===== config.mk =====
export PLATFORM = sky130hd
export DESIGN_NAME = cd_rx_reader
export DESIGN_NICKNAME = d
export VERILOG_FILES = /design/src/rtl/cd_rx_consts.svh /design/src/rtl/cd_buf_pkg.sv /design/src/rtl/cd_rx_reader.sv
export SDC_FILE = /design/constraint.sdc
export NUM_CORES = 1
export LEC_CHECK = 0
export ABC_CLOCK_PERIOD_IN_PS = 5490
export BUFFER_PORTS_ARGS = -buffer_cell sky130_fd_sc_hd__buf_2
export CAP_MARGIN = 30
export CORE_ASPECT_RATIO = 1.75
export CORE_MARGIN = 1.5
export CORE_UTILIZATION = 40
export CTS_CLUSTER_SIZE = 16
export DETAILED_ROUTE_END_ITERATION = 6
export GPL_TIMING_DRIVEN = 0
export SYNTH_ARGS = -nofsm -noshare
export SYNTH_HDL_FRONTEND = slang
export SYNTH_SLANG_ARGS = --single-unit

===== constraint.sdc =====
create_clock -name clk -period 5.49 [get_ports clk]
set_clock_uncertainty 0.15 [all_clocks]
set_input_delay 0.549 -clock clk [delete_from_list [all_inputs] [get_ports clk]]
set_output_delay 0.549 -clock clk [all_outputs]
set_load 0.01 [all_outputs]

===== src/rtl/cd_rx_consts.svh =====
//==========================================================================
// CDBUS receive path constants
// Buffer geometry, largest user data length and CRC-16 parameters
//==========================================================================

`ifndef CD_RX_CONSTS_SVH
`define CD_RX_CONSTS_SVH

// index table width, 2^6 = 64 blocks
`define CD_I_WIDTH 6

// buffer byte address width, 2^11 = 2048 bytes
`define CD_B_WIDTH 11

// largest user data length carried by one frame
`define CD_MAX_DLEN 253

// CRC-16/MODBUS style, bytes fed lsb first
`define CD_CRC_INIT 16'hFFFF
`define CD_CRC_POLY 16'hA001

`endif


===== src/rtl/cd_buf_pkg.sv =====
//==========================================================================
// CDBUS stored frame types
// Index table entry, reader states and the host byte format
//==========================================================================

package cd_buf_pkg;

    typedef struct packed {
        logic       err;
        logic [2:0] frag;   // extra 32-byte blocks used by the frame
        logic [7:0] len;    // user data length
    } idx_entry_t;

    typedef enum logic [1:0] {
        WAIT,
        FETCH,
        STREAM,
        DONE
    } rdr_state_t;

    typedef struct packed {
        logic [7:0] data;
        logic       valid;
        logic       first;  // src byte
        logic       last;   // final user data byte
        logic       err;    // held for the whole frame
        logic [7:0] len;    // held for the whole frame
    } host_out_t;

endpackage


===== src/rtl/cd_rx_reader.sv =====
//==========================================================================
// CDBUS frame reader
// Streams each stored frame to the host one byte per cycle, then frees it
//==========================================================================

module cd_rx_reader (
    input  logic                  clk,
    input  logic                  reset_n,
    input  logic [31:0]           rd_word,
    input  logic                  unread,
    input  logic [7:0]            rd_len,
    input  logic                  rd_err,
    input  logic                  rx_hold,
    input  logic                  flush,
    output logic [5:0]            rd_addr,
    output logic                  rd_en,
    output logic                  rd_done,
    output cd_buf_pkg::host_out_t host_out
);

    cd_buf_pkg::rdr_state_t state;
    logic [8:0]             cnt;        // index of the byte being emitted
    logic [8:0]             last_idx;
    logic [31:0]            cur;
    logic [31:0]            word;

    assign last_idx = {1'b0, host_out.len} + 9'd2;
    // lane 0 comes straight from the ram, the rest from the held word
    assign word     = (cnt[1:0] == 2'd0) ? rd_word : cur;

    always_ff @(posedge clk) begin
        if (state == cd_buf_pkg::STREAM && cnt[1:0] == 2'd0) begin
            cur <= rd_word;
        end
    end

    always_ff @(posedge clk or negedge reset_n) begin
        if (!reset_n) begin
            state    <= cd_buf_pkg::WAIT;
            cnt      <= '0;
            rd_addr  <= '0;
            rd_en    <= 1'b0;
            rd_done  <= 1'b0;
            host_out <= '0;
        end else begin
            rd_en          <= 1'b0;
            rd_done        <= 1'b0;
            host_out.valid <= 1'b0;
            host_out.first <= 1'b0;
            host_out.last  <= 1'b0;
            if (flush) begin
                state <= cd_buf_pkg::WAIT;
            end else begin
                case (state)
                    cd_buf_pkg::WAIT: begin
                        // unread is stale in the cycle of our own rd_done
                        if (unread && !rx_hold && !rd_done) begin
                            rd_en        <= 1'b1;
                            rd_addr      <= '0;
                            cnt          <= '0;
                            host_out.len <= rd_len;
                            host_out.err <= rd_err;
                            state        <= cd_buf_pkg::FETCH;
                        end
                    end
                    cd_buf_pkg::FETCH: begin
                        state <= cd_buf_pkg::STREAM;    // word 0 arrives next cycle
                    end
                    cd_buf_pkg::STREAM: begin
                        host_out.valid <= 1'b1;
                        host_out.first <= (cnt == 9'd0);
                        host_out.data  <= word[8*cnt[1:0] +: 8];
                        if (cnt[1:0] == 2'd2) begin
                            rd_en   <= 1'b1;            // prefetch the next word
                            rd_addr <= rd_addr + 6'd1;
                        end
                        if (cnt == last_idx) begin
                            host_out.last <= 1'b1;
                            state         <= cd_buf_pkg::DONE;
                        end
                        cnt <= cnt + 9'd1;
                    end
                    default: begin
                        rd_done <= 1'b1;
                        state   <= cd_buf_pkg::WAIT;
                    end
                endcase
            end
        end
    end

endmodule


# After elaboration in Yosys (flattened, before gate mapping)
# Index checks and enable logic that the tools add are counted.
word_totals:
  register_bits: 71
  input_bits: 46
  wordCells: 61
op_classes:
  add_sub_neg: 3
  n_eq_ne: 8
  n_shift: 1
  muxes: 21
  n_bitwise: 1
  n_reduce_logical: 15
op_table:
  columns: ["op", "n"]
  rows:
  - ["two-way mux 32 bit", 1]
  - ["variable part select 32 x 6 -> 8 bit", 1]
  - ["two-way mux 9 bit", 3]
  - ["one-hot mux 9 bit (2 select lines)", 1]
  - ["two-way mux 12 bit", 1]
  - ["two-way mux 6 bit", 2]
  - ["one-hot mux 6 bit (2 select lines)", 1]
  - ["adder 8 x 2 -> 9 bit (second input constant)", 1]
  - ["adder 9 x 1 -> 9 bit (second input constant)", 1]
  - ["equality test 9 bit", 1]
  - ["logical NOT 9 bit", 1]
  - ["adder 6 x 1 -> 6 bit (second input constant)", 1]
  - ["two-way mux 1 bit", 6]
  - ["two-way mux 2 bit", 3]
  - ["one-hot mux 2 bit (3 select lines)", 1]
  - ["AND reduction 3 bit", 2]
  - ["equality test 2 bit (second input constant)", 2]
  - ["logical NOT 2 bit", 2]
  - ["AND reduction 2 bit", 2]
  - ["AND reduction 4 bit", 1]
  - ["logical AND 1 bit", 3]
  - ["two-way mux 3 bit", 1]
  - ["inequality test 3 x 2 -> 1 bit (second input constant)", 1]
  - ["inequality test 3 bit (second input constant)", 1]
  - ["other kinds (8)", 9]

# Logic depth before layout (Yosys ltp)
depth:
  ltp_word: 6
  depth_mapped: 9

# Least setup slack after synthesis
# OpenSTA, ideal clock, no wires.
synth_path:
  path_kind: "register -> register"
  startpoint: "register cnt[0]"
  endpoint: "register cur[0], enable pin"
  t_arrival_ns: 2.440
  setup_slack_ns: 2.508
  stages_incl_launch_ff: 8
  path_buffers: 4
  synth_period_minus_slack_ns: 2.982
  cell_sequence: "dfrtp_1 > buf_2 > buf_1 > inv_1 > ha_1 > buf_2 > buf_2 > and2_1"
synth_between:
  elab_chain_cells: 2
synth_lines:
  columns: ["item", "line_no", "source"]
  rows:
  - ["start, declared", "cd_rx_reader.sv:22", "logic [8:0] cnt;"]
  - ["start signal, assigned", "cd_rx_reader.sv:81", "cnt <= cnt + 9'd1;"]
  - ["logical NOT 2 bit", "cd_rx_reader.sv:32", "if (state == cd_buf_pkg::STREAM && cnt[1:0] == 2'd0) begin"]
  - ["logical AND 1 bit", "cd_rx_reader.sv:32", null]
  - ["end signal, assigned", "cd_rx_reader.sv:33", "cur <= rd_word;"]
  - ["end, declared", "cd_rx_reader.sv:24", "logic [31:0] cur;"]
# Every way passes these cells.
# A chain may end at the register's enable or synchronous reset.

# Worst setup path in the final report
layout_path:
  startpoint: "register cnt[0]"
  endpoint: "register cur[6], enable pin"
# Same word-level chain as after synthesis.

==> impl_metrics.json <==
{
  "worstReg2RegEnd": "cur[6]$_DFFE_PP_",
  "ir_worst_vdd_mv": 0.2605,
  "fin_util_pct": 50.58,
  "layout_commonest_cell": "buf_2",
  "num_rows": 44,
  "syn-mean-instance-area_um2": 13.23,
  "netlist_area_um2": 3401,
  "outcome": "finished clean",
  "drt_iter0_markers": 86,
  "synth_cell_types": 48,
  "initial_core_util_pct": 41.18,
  "cts_buffers": 9,
  "final_nets": 395,
  "clock-sinks": 71,
  "maxSlewViolCount": 0,
  "io_buffers": 72,
  "yosys.area.top_type": "dfrtp_1",
  "wl_per_cell_um": 16.37,
  "startpoint_type": "register",
  "die_w_um": 72.70,
  "ys_ff_latch": 71,
  "post_cts_buffers": 0,
  "cts_max_path_buffers": 2,
  "fin_crit_sh_pct": 58.83,
  "cts.clk_slew.worst_paths_ps": 50,
  "crit_fanout": 21,
  "drive_above_1_share_pct": 32.66,
  "crit_path_end_kind": "register",
  "ys.flop_type": "dfrtp_1",
  "n_fill_cell": 751,
  "io_pins": 74,
  "grt_pass1_wl_um": 11230,
  "power.density_nw_per_um2": 523.5,
  "reg2reg_depth": 8,
  "max-cap-violations": 0,
  "grt_max_degree": 40,
  "ctsHoldBuffers": 0,
  "postRouteAntennaNets": 0,
  "place.detailed.hpwl_um": 5210,
  "worst_slew_pin_slew_ps": 858.9,
  "synth_edf_count": 32,
  "async_flop_share_pct": 54.93,
  "ys.warnings.count": 0,
  "grt_remaining_overflow": 0,
  "gp_congestion": 0.8245,
  "die_y_um": 125.0,
  "via_count": 2345,
  "leakage_nw": 1.793,
  "viasPerCell": 5.354,
  "drc": 0,
  "areaGrowthSynthToFinish_pct": 22.81,
  "cp.arrival_ps": 3120,
  "synth_top_area_share_pct": 28.70,
  "antenna_found_initial": 0,
  "hold_class": "in -> async",
  "clockRootBuffer": "clkbuf_16",
  "cts_max_level": 3,
  "dieArea_um2": 9086,
  "timing.hold.ws_ps": 181.7,
  "r2r_setup_slack_ps": 2260,
  "seq_area_frac_synth_pct": 56.95,
  "most-common-layout-cells": "76 x buf_2, 39 x dfrtp_1, 32 x edfxtp_1",
  "syn_inst": 257,
  "clk_latency_ps": 330,
  "cts_tree": "built",
  "core_area_um2": 8258,
  "grt_setup_unrepaired": "false",
  "drt_pass1_iterations": 4,
  "cts_resized": 0,
  "netlist_top_cells_area": "dfrtp_1 29%, edfxtp_1 28%, mux4_2 11%",
  "fmax_ghz": 0.3096,
  "totalWireLength_um": 7168,
  "slew_headroom_pct": 41.96,
  "min_period_ps": 3230,
  "setup_tns_ps": 0,
  "grt_usage_pct": 16.81,
  "final_hold_viol_count": 0,
  "total_power_mw": 2.186,
  "r2r-start": "cnt[0]$_DFFE_PN0P_",
  "crit_type": "reg -> reg",
  "grt_pass1_vias": 2265,
  "setup_viol": 0,
  "synth_fp_nets": 311,
  "insertedDiodeCount": 0,
  "worstPathRequired_ps": 5380
}
[worst max path at each step]
stage / startpoint / to / slack (ps) / cells after the start
after CTS: cnt[0]$_DFFE_PN0P_ / cur[0]$_DFFE_PP_ / 2150 / 8
after global placement: cnt[0]$_DFFE_PN0P_ / cur[3]$_DFFE_PP_ / 1810 / 7
after global routing: cnt[0]$_DFFE_PN0P_ / cur[6]$_DFFE_PP_ / 1970 / 8
after floorplan: cnt[0]$_DFFE_PN0P_ / cur[0]$_DFFE_PP_ / 2510 / 7
final: cnt[0]$_DFFE_PN0P_ / cur[6]$_DFFE_PP_ / 2260 / 8
after detailed placement: cnt[0]$_DFFE_PN0P_ / cur[3]$_DFFE_PP_ / 2170 / 8
[report_power, final]
| group | internal, mW | total, mW | switching, mW |
|---|---|---|---|
| clock network | 0.330 | 0.535 | 0.205 |
| logic | 0.411 | 0.849 | 0.438 |
| registers | 0.707 | 0.803 | 0.0955 |
[metrics by stage]
step,worst slack [ps],instance area (µm²),std cells
2_1_floorplan,2508,3401,257
3_3_place_gp,1811,3876,421
3_5_place_dp,2170,3904,422
4_1_cts,2150,4177,438
5_1_grt,1974,4177,438
6_report,2260,4177,438
[state kept, by name (all words and copies together) (netlist names)]
register and count:
rd_done 1, rd_en 1, state 2, cnt 9
rd_addr 6, host_out 20, cur 32
[critical path, cell delays in order, from the launching register on]
cell and delay [ps]:
dfrtp_1 370, buf_2 210, buf_1 310, inv_1 200
ha_1 160, buf_2 290, buf_2 390, and2_1 600
buf_16 240
[cell usage after synthesis, types with 2 or more instances]
| master | count |
|---|---|
| dfrtp_1 | 39 |
| edfxtp_1 | 32 |
| nand2_1 | 27 |
| nor2_1 | 23 |
| mux4_2 | 16 |
| xor2_1 | 11 |
| mux2_1 | 9 |
| a31oi_1 | 8 |
| ha_1 | 8 |
| nor3_1 | 8 |
| xnor2_1 | 7 |
| clkbuf_1 | 6 |
| a21oi_1 | 4 |
| and3_1 | 4 |
| buf_2 | 4 |
| nand2b_1 | 4 |
| nand3_1 | 4 |
| nand4_1 | 4 |
| inv_1 | 3 |
| nor3b_1 | 3 |
| a21o_1 | 2 |
| nand3b_1 | 2 |
| nor2b_1 | 2 |
| nor4b_1 | 2 |
| o21ai_1 | 2 |
[per-layer routing]
layer / global-route usage, % / vias to the layer above / share of wire, %
li1: - / 1117 / -
met1: 18.34 / 1164 / 39
met2: 29.14 / 53 / 54
met3: 4.915 / 11 / 4.5
met4: 7.880 / 0 / 2.0
met5: 0 / - / 0
[kinds of logic after synthesis]
logic type	count (synthesis)	share of synthesized area [%]
simple gates	93	13.98
compound gates	22	4.599
mux	28	14.64
xor+xnor	18	4.636
buf+inv	17	2.244
fa+ha+maj	8	2.943
flops	71	56.95
[cell type report]
type,instances,area (µm²),area share [%]
Sequential cell,71,1937,46.38
Multi-Input combinational cell,169,1388,33.22
Timing Repair Buffer,73,387.9,9.287
Clock buffer,15,267.8,6.411
Tap cell,92,115.1,2.756
Buffer,12,57.56,1.378
Inverter,5,18.77,0.4494
Clock inverter,1,5.005,0.1198
Note: power is estimated with default switching activity, not from simulation.
