File: src/rtl/cd_rx_consts.svh
//==========================================================================
// CDBUS receive path constants
// Buffer geometry, largest user data length and CRC-16 parameters
//==========================================================================

`ifndef CD_RX_CONSTS_SVH
`define CD_RX_CONSTS_SVH

// index table width, 2^6 = 64 blocks
`define CD_I_WIDTH 6

// buffer byte address width, 2^11 = 2048 bytes
`define CD_B_WIDTH 11

// largest user data length carried by one frame
`define CD_MAX_DLEN 253

// CRC-16/MODBUS style, bytes fed lsb first
`define CD_CRC_INIT 16'hFFFF
`define CD_CRC_POLY 16'hA001

`endif

File: src/rtl/cd_frame_pkg.sv
//==========================================================================
// CDBUS frame types
// Parser states and the parser to buffer request formats
//==========================================================================

package cd_frame_pkg;

    typedef enum logic [2:0] {
        IDLE,   // waiting for src byte
        HDR,    // dst and len
        DATA,   // user data
        CRC,    // two trailing crc bytes
        DROP    // frame ran past the buffer limit
    } dec_state_t;

    // one byte for the frame buffer
    typedef struct packed {
        logic [7:0] data;
        logic [7:0] addr;   // byte offset inside the frame
        logic       en;
    } wr_req_t;

    // end of frame, switch is a single cycle pulse
    typedef struct packed {
        logic [7:0] len;
        logic       err;
        logic       switch;
    } commit_t;

endpackage

File: src/rtl/cd_rx_decode.sv
//==========================================================================
// CDBUS frame parser
// Checks CRC-16 and byte count, forwards header and data to the buffer
//==========================================================================

`include "cd_rx_consts.svh"

module cd_rx_decode (
    input  logic                  clk,
    input  logic                  reset_n,
    input  logic [7:0]            in_byte,
    input  logic                  in_valid,
    input  logic                  in_end,
    output cd_frame_pkg::wr_req_t wr_req,
    output cd_frame_pkg::commit_t commit
);

    cd_frame_pkg::dec_state_t state;
    logic [8:0]               cnt;      // offset of the incoming byte
    logic [7:0]               len;
    logic [15:0]              crc;
    logic [15:0]              rx_crc;   // received low byte first
    logic [8:0]               data_end;

    // reflected crc over one byte
    function automatic logic [15:0] crc_step(input logic [15:0] c_in, input logic [7:0] b);
        logic [15:0] c;
        int          i;
        c = c_in ^ {8'h00, b};
        for (i = 0; i < 8; i++) begin
            c = c[0] ? ((c >> 1) ^ `CD_CRC_POLY) : (c >> 1);
        end
        return c;
    endfunction

    assign data_end = {1'b0, len} + 9'd2;   // offset of the last data byte

    always_ff @(posedge clk or negedge reset_n) begin
        if (!reset_n) begin
            state  <= cd_frame_pkg::IDLE;
            cnt    <= '0;
            len    <= '0;
            crc    <= `CD_CRC_INIT;
            rx_crc <= '0;
            wr_req <= '0;
            commit <= '0;
        end else begin
            wr_req.en     <= 1'b0;
            commit.switch <= 1'b0;
            if (in_end) begin
                if (state != cd_frame_pkg::IDLE) begin
                    commit.switch <= 1'b1;
                    commit.len    <= len;
                    commit.err    <= (state == cd_frame_pkg::DROP) || (crc != rx_crc) ||
                                     (cnt != {1'b0, len} + 9'd5) || (len > `CD_MAX_DLEN);
                end
                state <= cd_frame_pkg::IDLE;
                cnt   <= '0;
                len   <= '0;
                crc   <= `CD_CRC_INIT;
            end else if (in_valid) begin
                if (cnt != '1) begin
                    cnt <= cnt + 9'd1;  // saturates on runaway frames
                end
                wr_req.data <= in_byte;
                wr_req.addr <= cnt[7:0];
                case (state)
                    cd_frame_pkg::IDLE: begin
                        wr_req.en <= 1'b1;
                        crc       <= crc_step(crc, in_byte);
                        state     <= cd_frame_pkg::HDR;
                    end
                    cd_frame_pkg::HDR: begin
                        wr_req.en <= 1'b1;
                        crc       <= crc_step(crc, in_byte);
                        if (cnt == 9'd2) begin
                            len   <= in_byte;
                            state <= (in_byte == 8'd0) ? cd_frame_pkg::CRC : cd_frame_pkg::DATA;
                        end
                    end
                    cd_frame_pkg::DATA: begin
                        wr_req.en <= 1'b1;
                        crc       <= crc_step(crc, in_byte);
                        if (cnt == data_end) begin
                            state <= cd_frame_pkg::CRC;
                        end else if (cnt == 9'd255) begin
                            state <= cd_frame_pkg::DROP;    // no room past offset 255
                        end
                    end
                    cd_frame_pkg::CRC: begin
                        if (cnt == data_end + 9'd1) begin
                            rx_crc[7:0] <= in_byte;
                        end else if (cnt == data_end + 9'd2) begin
                            rx_crc[15:8] <= in_byte;
                        end
                    end
                    default: begin
                    end
                endcase
            end
        end
    end

endmodule

File: config.mk
export PLATFORM = sky130hd
export DESIGN_NAME = cd_rx_decode
export DESIGN_NICKNAME = d
export VERILOG_FILES = /design/src/rtl/cd_frame_pkg.sv /design/src/rtl/cd_rx_decode.sv
export VERILOG_INCLUDE_DIRS = /design/src /design/src/rtl
export SDC_FILE = /design/constraint.sdc
export NUM_CORES = 1
export LEC_CHECK = 0
export BUFFER_PORTS_ARGS = -buffer_cell sky130_fd_sc_hd__buf_2
export CORE_MARGIN = 4
export CORE_UTILIZATION = 34
export CTS_BUF_LIST = sky130_fd_sc_hd__clkbuf_8
export DETAILED_ROUTE_END_ITERATION = 8
export HOLD_SLACK_MARGIN = 0.1
export SYNTH_ARGS = -nofsm -noshare
export SYNTH_HDL_FRONTEND = slang
export SYNTH_SLANG_ARGS = --single-unit
File: constraint.sdc
create_clock -name clk -period 3.55 [get_ports clk]
set_input_delay 1.065 -clock clk [delete_from_list [all_inputs] [get_ports clk]]
set_output_delay 1.065 -clock clk [all_outputs]
set_load 0.02 [all_outputs]
# --- Word level (Yosys, flattened, before mapping) ---
# Index checks and enable logic that the tools add are counted.
word_totals:
  mem_count: 0
  latch_bits: 0
  ramBits: 0
  in_bits: 12
  ff_bits: 79
  out_inout_bits: 27
  romBits: 0
classes:
  n_mul: 0
  div_mod_pow: 0
  order_cmp: 1
  bitwise_logic: 11
  reduce_logical: 21
  shifts: 0
  eq_ne: 14
  add_sub_neg: 5
  n_mux: 30
ops:
  columns: ["op", "n"]
  rows:
  - ["2-to-1 mux 16 bit", 11]
  - ["2-to-1 mux 8 bit", 4]
  - ["equality test 9 bit", 3]
  - ["2-to-1 mux 9 bit", 3]
  - ["inverter 2 -> 3 bit", 8]
  - ["adder 9 x 1 -> 9 bit (second input constant)", 2]
  - ["inequality test 16 bit", 1]
  - ["XOR 16 x 8 -> 16 bit", 1]
  - ["2-to-1 mux 3 bit", 5]
  - ["nonzero test 2 bit", 5]
  - ["adder 8 x 2 -> 9 bit (second input constant)", 1]
  - ["adder 8 x 3 -> 9 bit (second input constant)", 1]
  - ["adder 9 x 2 -> 9 bit (second input constant)", 1]
  - ["equality test 9 x 2 -> 1 bit (second input constant)", 1]
  - ["equality test 9 x 8 -> 1 bit (second input constant)", 1]
  - ["inequality test 9 bit", 1]
  - ["inequality test 9 bit (second input constant)", 1]
  - ["case mux 3 bit (3 select lines)", 1]
  - ["> comparator 8 bit (second input constant)", 1]
  - ["logical NOT 8 bit", 1]
  - ["AND reduction 2 bit", 4]
  - ["AND reduction 4 bit", 2]
  - ["equality test 3 x 2 -> 1 bit (second input constant)", 2]
  - ["2-to-1 mux 1 bit", 6]
  - ["other kinds (12)", 15]

# --- Logic depth before layout (Yosys ltp) ---
depth:
  depth_word: 20
  ltp_mapped: 10
  ltp_nobuf: 9

# --- Least setup slack after synthesis ---
# No wires, ideal clock.
synth_path:
  path_type: "input -> register"
  startpoint: "input in_end"
  endpoint: "register rx_crc[10]"
  arrival_time_ns: 2.704
  cell_stages: 8
  n_path_buf: 2
  setup_slack_ns: 0.722
  path_cell_list: "buf_6 nor2b_4 buf_6 nand3_2 or4_1 nor3_2 nand4_4 mux2_2"
synth_between:
  elab_chain_len: 2
synth_rtl:
  columns: ["element", "line", "source"]
  rows:
  - ["start: declaration", "cd_rx_decode.sv:13", "input logic in_end,"]
  - ["inverter 1 bit (no source line)", null, null]
  - ["AND reduction 5 bit (no source line)", null, null]
  - ["end signal: assignment", "cd_rx_decode.sv:94", "rx_crc[15:8] <= in_byte;"]
  - ["end: declaration", "cd_rx_decode.sv:22", "logic [15:0] rx_crc;"]
# Every way passes these cells.
# A chain may end at the register's enable or synchronous reset.

# --- Final worst setup path ---
layout_path:
  startpoint: "register len[1]"
  endpoint: "register rx_crc[3]"
layout_between:
  elab_chain_len: 4
layout_rtl:
  columns: ["element", "line", "source"]
  rows:
  - ["start: declaration", "cd_rx_decode.sv:20", "logic [7:0] len;"]
  - ["start signal: assignment", "cd_rx_decode.sv:77", "len <= in_byte;"]
  - ["adder 8 x 2 -> 9 bit", "cd_rx_decode.sv:36", "assign data_end = {1'b0, len} + 9'd2;"]
  - ["adder 9 x 1 -> 9 bit", "cd_rx_decode.sv:91", "if (cnt == data_end + 9'd1) begin"]
  - ["equality test 9 bit", "cd_rx_decode.sv:91", null]
  - ["AND reduction 4 bit (no source line)", null, null]
  - ["end signal: assignment", "cd_rx_decode.sv:92", "rx_crc[7:0] <= in_byte;"]
# Every way passes these cells.

==> summary.txt <==
YOSYS
------------------------------------------------------------------------------------------------------
Async S/R FF share, synth                                                                       100.0%
Most common flop cell mapped by yosys                                                          dfrtp_1
Area share of the leading cell type in the synthesized netlist                                  34.93%
Leading cell types by total area after synthesis                                          dfrtp_1 (35%), dfstp_2 (9.3%), xor2_1 (6.6%)
Cell accounting for the most synthesized area                                                  dfrtp_1
Number of flops mapped to enable cells by yosys                                                      0
Yosys warning count                                                                                  0
Cells after Synth                                                                                  450
Count of state elements after synthesis                                                             79
Total nets after synthesis                                                                         474
Register area share after synthesis                                                             44.25%
Unique masters post-synth                                                                           63
Mean cell area of the mapped netlist                                                         10.03 µm²
Netlist area before placement                                                             0.004513 mm²

DRT
------------------------------------------------------------------------------------------------------
Total via count in the routed design                                                              3395
Ratio of routed vias to standard cells                                                           5.160
Remaining antenna violation count                                                                    0
Routed wire length                                                                            10.96 mm
Number of search-and-repair iterations in the first detailed-routing pass                            4
Total DRC errors in the routed layout                                                                0
Average wire length per cell after detail routing                                             16.65 µm
Violation count after the first detailed-routing iteration                                         204

LAYOUT
------------------------------------------------------------------------------------------------------
Number of antenna cells inserted                                                                     0
Final-stage net count                                                                              505
Fin area                                                                                  0.005046 mm²
Fraction of layout cells with a size suffix above 1                                             20.78%
Area Growth Syn to Fin                                                                          11.81%
Post-route core utilization                                                                     39.35%

CTS
------------------------------------------------------------------------------------------------------
Clock tree from TritonCTS                                                                          yes
Clock Sink Count                                                                                    79
Number of resized instances in the post-cts repair step                                              0
Clock transition at the register clock pins on the worst setup and hold paths after CTS          90 ps
Post-cts hold buffer count                                                                           0
Clock insertion delay at the later pin of the skew report                                       370 ps
Post-CTS setup-driven buffer insertion count                                                         0
CTS buffer count                                                                                     9
Maximum level of the CTS H-tree                                                                      3
Clock Tree Buf Depth                                                                                 2
CTS root buffer                                                                               clkbuf_8

TIMING
------------------------------------------------------------------------------------------------------
Transition time at the pin with the least slew margin                                         992.3 ps
Max_slew headroom                                                                               33.85%
Setup Skew                                                                                    8.101 ps
Maximum clock rate                                                                          0.3250 GHz
Setup repair after global routing missed its margin                                              false
Final worst path period need                                                                   3077 ps
Share of the clock period used by the worst path                                                86.68%
Final setup fails                                                                                    0
Final total negative setup slack                                                                  0 ps
Hold violation count in the final report                                                             0
Final Max Tran Viols                                                                                 0

WORST SETUP PATH
------------------------------------------------------------------------------------------------------
Master of the slowest instance on the critical path                                            dfrtp_1
CP peak stage delay                                                                             660 ps
Crit Path Max Fanout                                                                                15
Top Family by Delay on Critical Path                                                      compound AO/OA/AOI/OAI gates
Data required time at the worst endpoint                                                       3820 ps
WP data arrival                                                                                3340 ps
Worst path bufs/invs                                                                                 0
Worst path cell trace                                                                     ha_1 > xor2_1 > o211ai_1 > a2111oi_2 > and4_1 > o2111ai_4 > mux2_1
Crit Path Category                                                                        flop to flop
Worst reg-to-reg setup slack                                                                    470 ps
Startpoint class of the critical path                                                             flop
Crit. End Element                                                                                 flop

PLACEMENT
------------------------------------------------------------------------------------------------------
HPWL after detailed placement                                                                 7.940 mm
Count of buffers inserted at the top-level ports                                                    38
Area after detailed placement                                                             0.004831 mm²
Weighted congestion at the end of routability-driven global placement                           0.9071

POWER
------------------------------------------------------------------------------------------------------
Leakage Power                                                                                 2.263 nW
Power density cells                                                                       447.7 mW/mm²
Worst vdd rail ir drop                                                                        303.6 µV

GLOBAL ROUTING
------------------------------------------------------------------------------------------------------
Number of global-route vias before repair                                                         3428
Wire length of the first global-routing pass                                                  18.15 mm
Overall global routing resource usage                                                           15.54%
Maximum number of pins on one net before global-route repair                                        80
Antenna violations before repair                                                                     0
Grt total ovfl                                                                                       0

FLOORPLAN
------------------------------------------------------------------------------------------------------
Horiz. Die Dim                                                                                123.2 µm
# rows                                                                                              41
Initial core utilization                                                                        35.19%
Floorplan die height                                                                          123.2 µm
Number of I/O pins                                                                                  39
Die footprint                                                                              0.01518 mm²
Area of the core                                                                           0.01282 mm²

WORST HOLD PATH
------------------------------------------------------------------------------------------------------
Path class of the lowest-slack min-delay path                                             flop to flop

JOB
------------------------------------------------------------------------------------------------------
Maximum capacitance violations                                                                       0

RUN STATUS
------------------------------------------------------------------------------------------------------
Outcome                                                                                   finished, final reports clean

[through the flow]
stage / worst slack [ps] / instances / power (mW) / hold WS (ps)
6_report: 472.8 / 658 / 2.259 / 472.6
5_1_grt: 347.7 / 658 / 2.382 / 493.1
4_1_cts: 524.5 / 658 / 2.294 / 481.3
3_5_place_dp: 540.9 / 642 / 1.550 / 459.1
3_3_place_gp: 587.0 / 642 / 1.540 / 452.7
2_1_floorplan: 721.6 / 450 / 1.412 / 484.2
[sequential cells by signal, indices dropped and copies added (netlist names)]
signal and count:
len 8, cnt 9, crc 16, wr_req 17
commit 10, rx_crc 16, state 3
[metal layers]
layer | track usage [%] | routed length [µm]
met2 | 23.55 | 4998
met5 | 0 | 0
met3 | 4.437 | 441
met1 | 21.13 | 5267
met4 | 5.813 | 250
[worst reg2reg max path: stages, from the launching register on]
cell	delay (ps)
dfrtp_1	660
ha_1	500
xor2_1	290
o211ai_1	220
a2111oi_2	380
and4_1	300
o2111ai_4	240
mux2_1	370
[cell usage after synthesis (4+ instances only)]
cell type	count
o22a_1	8
nand2_1	78
o21ai_0	10
a22o_1	8
clkbuf_1	11
nor2_1	29
or3_1	4
nand3_1	7
nand4_1	8
xnor2_1	33
xor2_1	34
buf_2	6
dfrtp_1	63
inv_1	7
dfstp_2	16
a21oi_1	27
mux2_2	15
nor4_1	7
ha_1	12
[logic make-up after synthesis]
kind of cell    Yosys count  share of synthesized area [%]
compound gates           76                          11.89
mux                      16                          3.992
fa+ha+maj                12                          3.327
flops                    79                          44.25
simple gates            164                          17.96
buf+inv                  31                          3.493
xor+xnor                 72                          15.08
[report_power, final]
group          total [mW]  internal (mW)  switching, mW  leakage, nW
Sequential           1.07          0.994         0.0763         1.02
Combinational       0.458          0.197          0.260         1.14
Clock               0.731          0.368          0.363        0.106
[area by class of cell]
class	count	area (µm²)
sequential	79	1997
fill	1299	7779
timing repair buffer	43	230.2
inverter	8	30.03
clock buffer	11	151.4
clock inverter	5	63.81
multi-input combinational	340	2359
tap	172	215.2
[worst paths after layout]
path                       startpoint        end  cells past startpoint
max reg2reg                    len[1]  rx_crc[3]                      7
min                         commit[5]  commit[5]                      2
min reg2reg                 commit[5]  commit[5]                      2
max                            len[1]  rx_crc[3]                      7
min in group asynchronous     reset_n  wr_req[0]                      1
max in group asynchronous     reset_n  wr_req[4]                      1
[cells in the final DEF (no fill, tap or decap), types with 3 or more instances in the layout]
master     n
o21ai_0   10
or3_1      4
o22a_1     8
xor2_1    34
nand2_1   78
nor3_1     3
dfstp_2   16
a21oi_1   27
a211oi_1   3
inv_1      7
buf_4      6
mux2_2    15
nor4_1     7
buf_2     37
nor2_1    29
clkbuf_8  11
xnor2_1   33
ha_1      12
or4_1      3
a22o_1     8
xor2_2     3
nand4_1    8
dfrtp_1   63
nand3_1    7
Power figures use the tool's default switching activity.
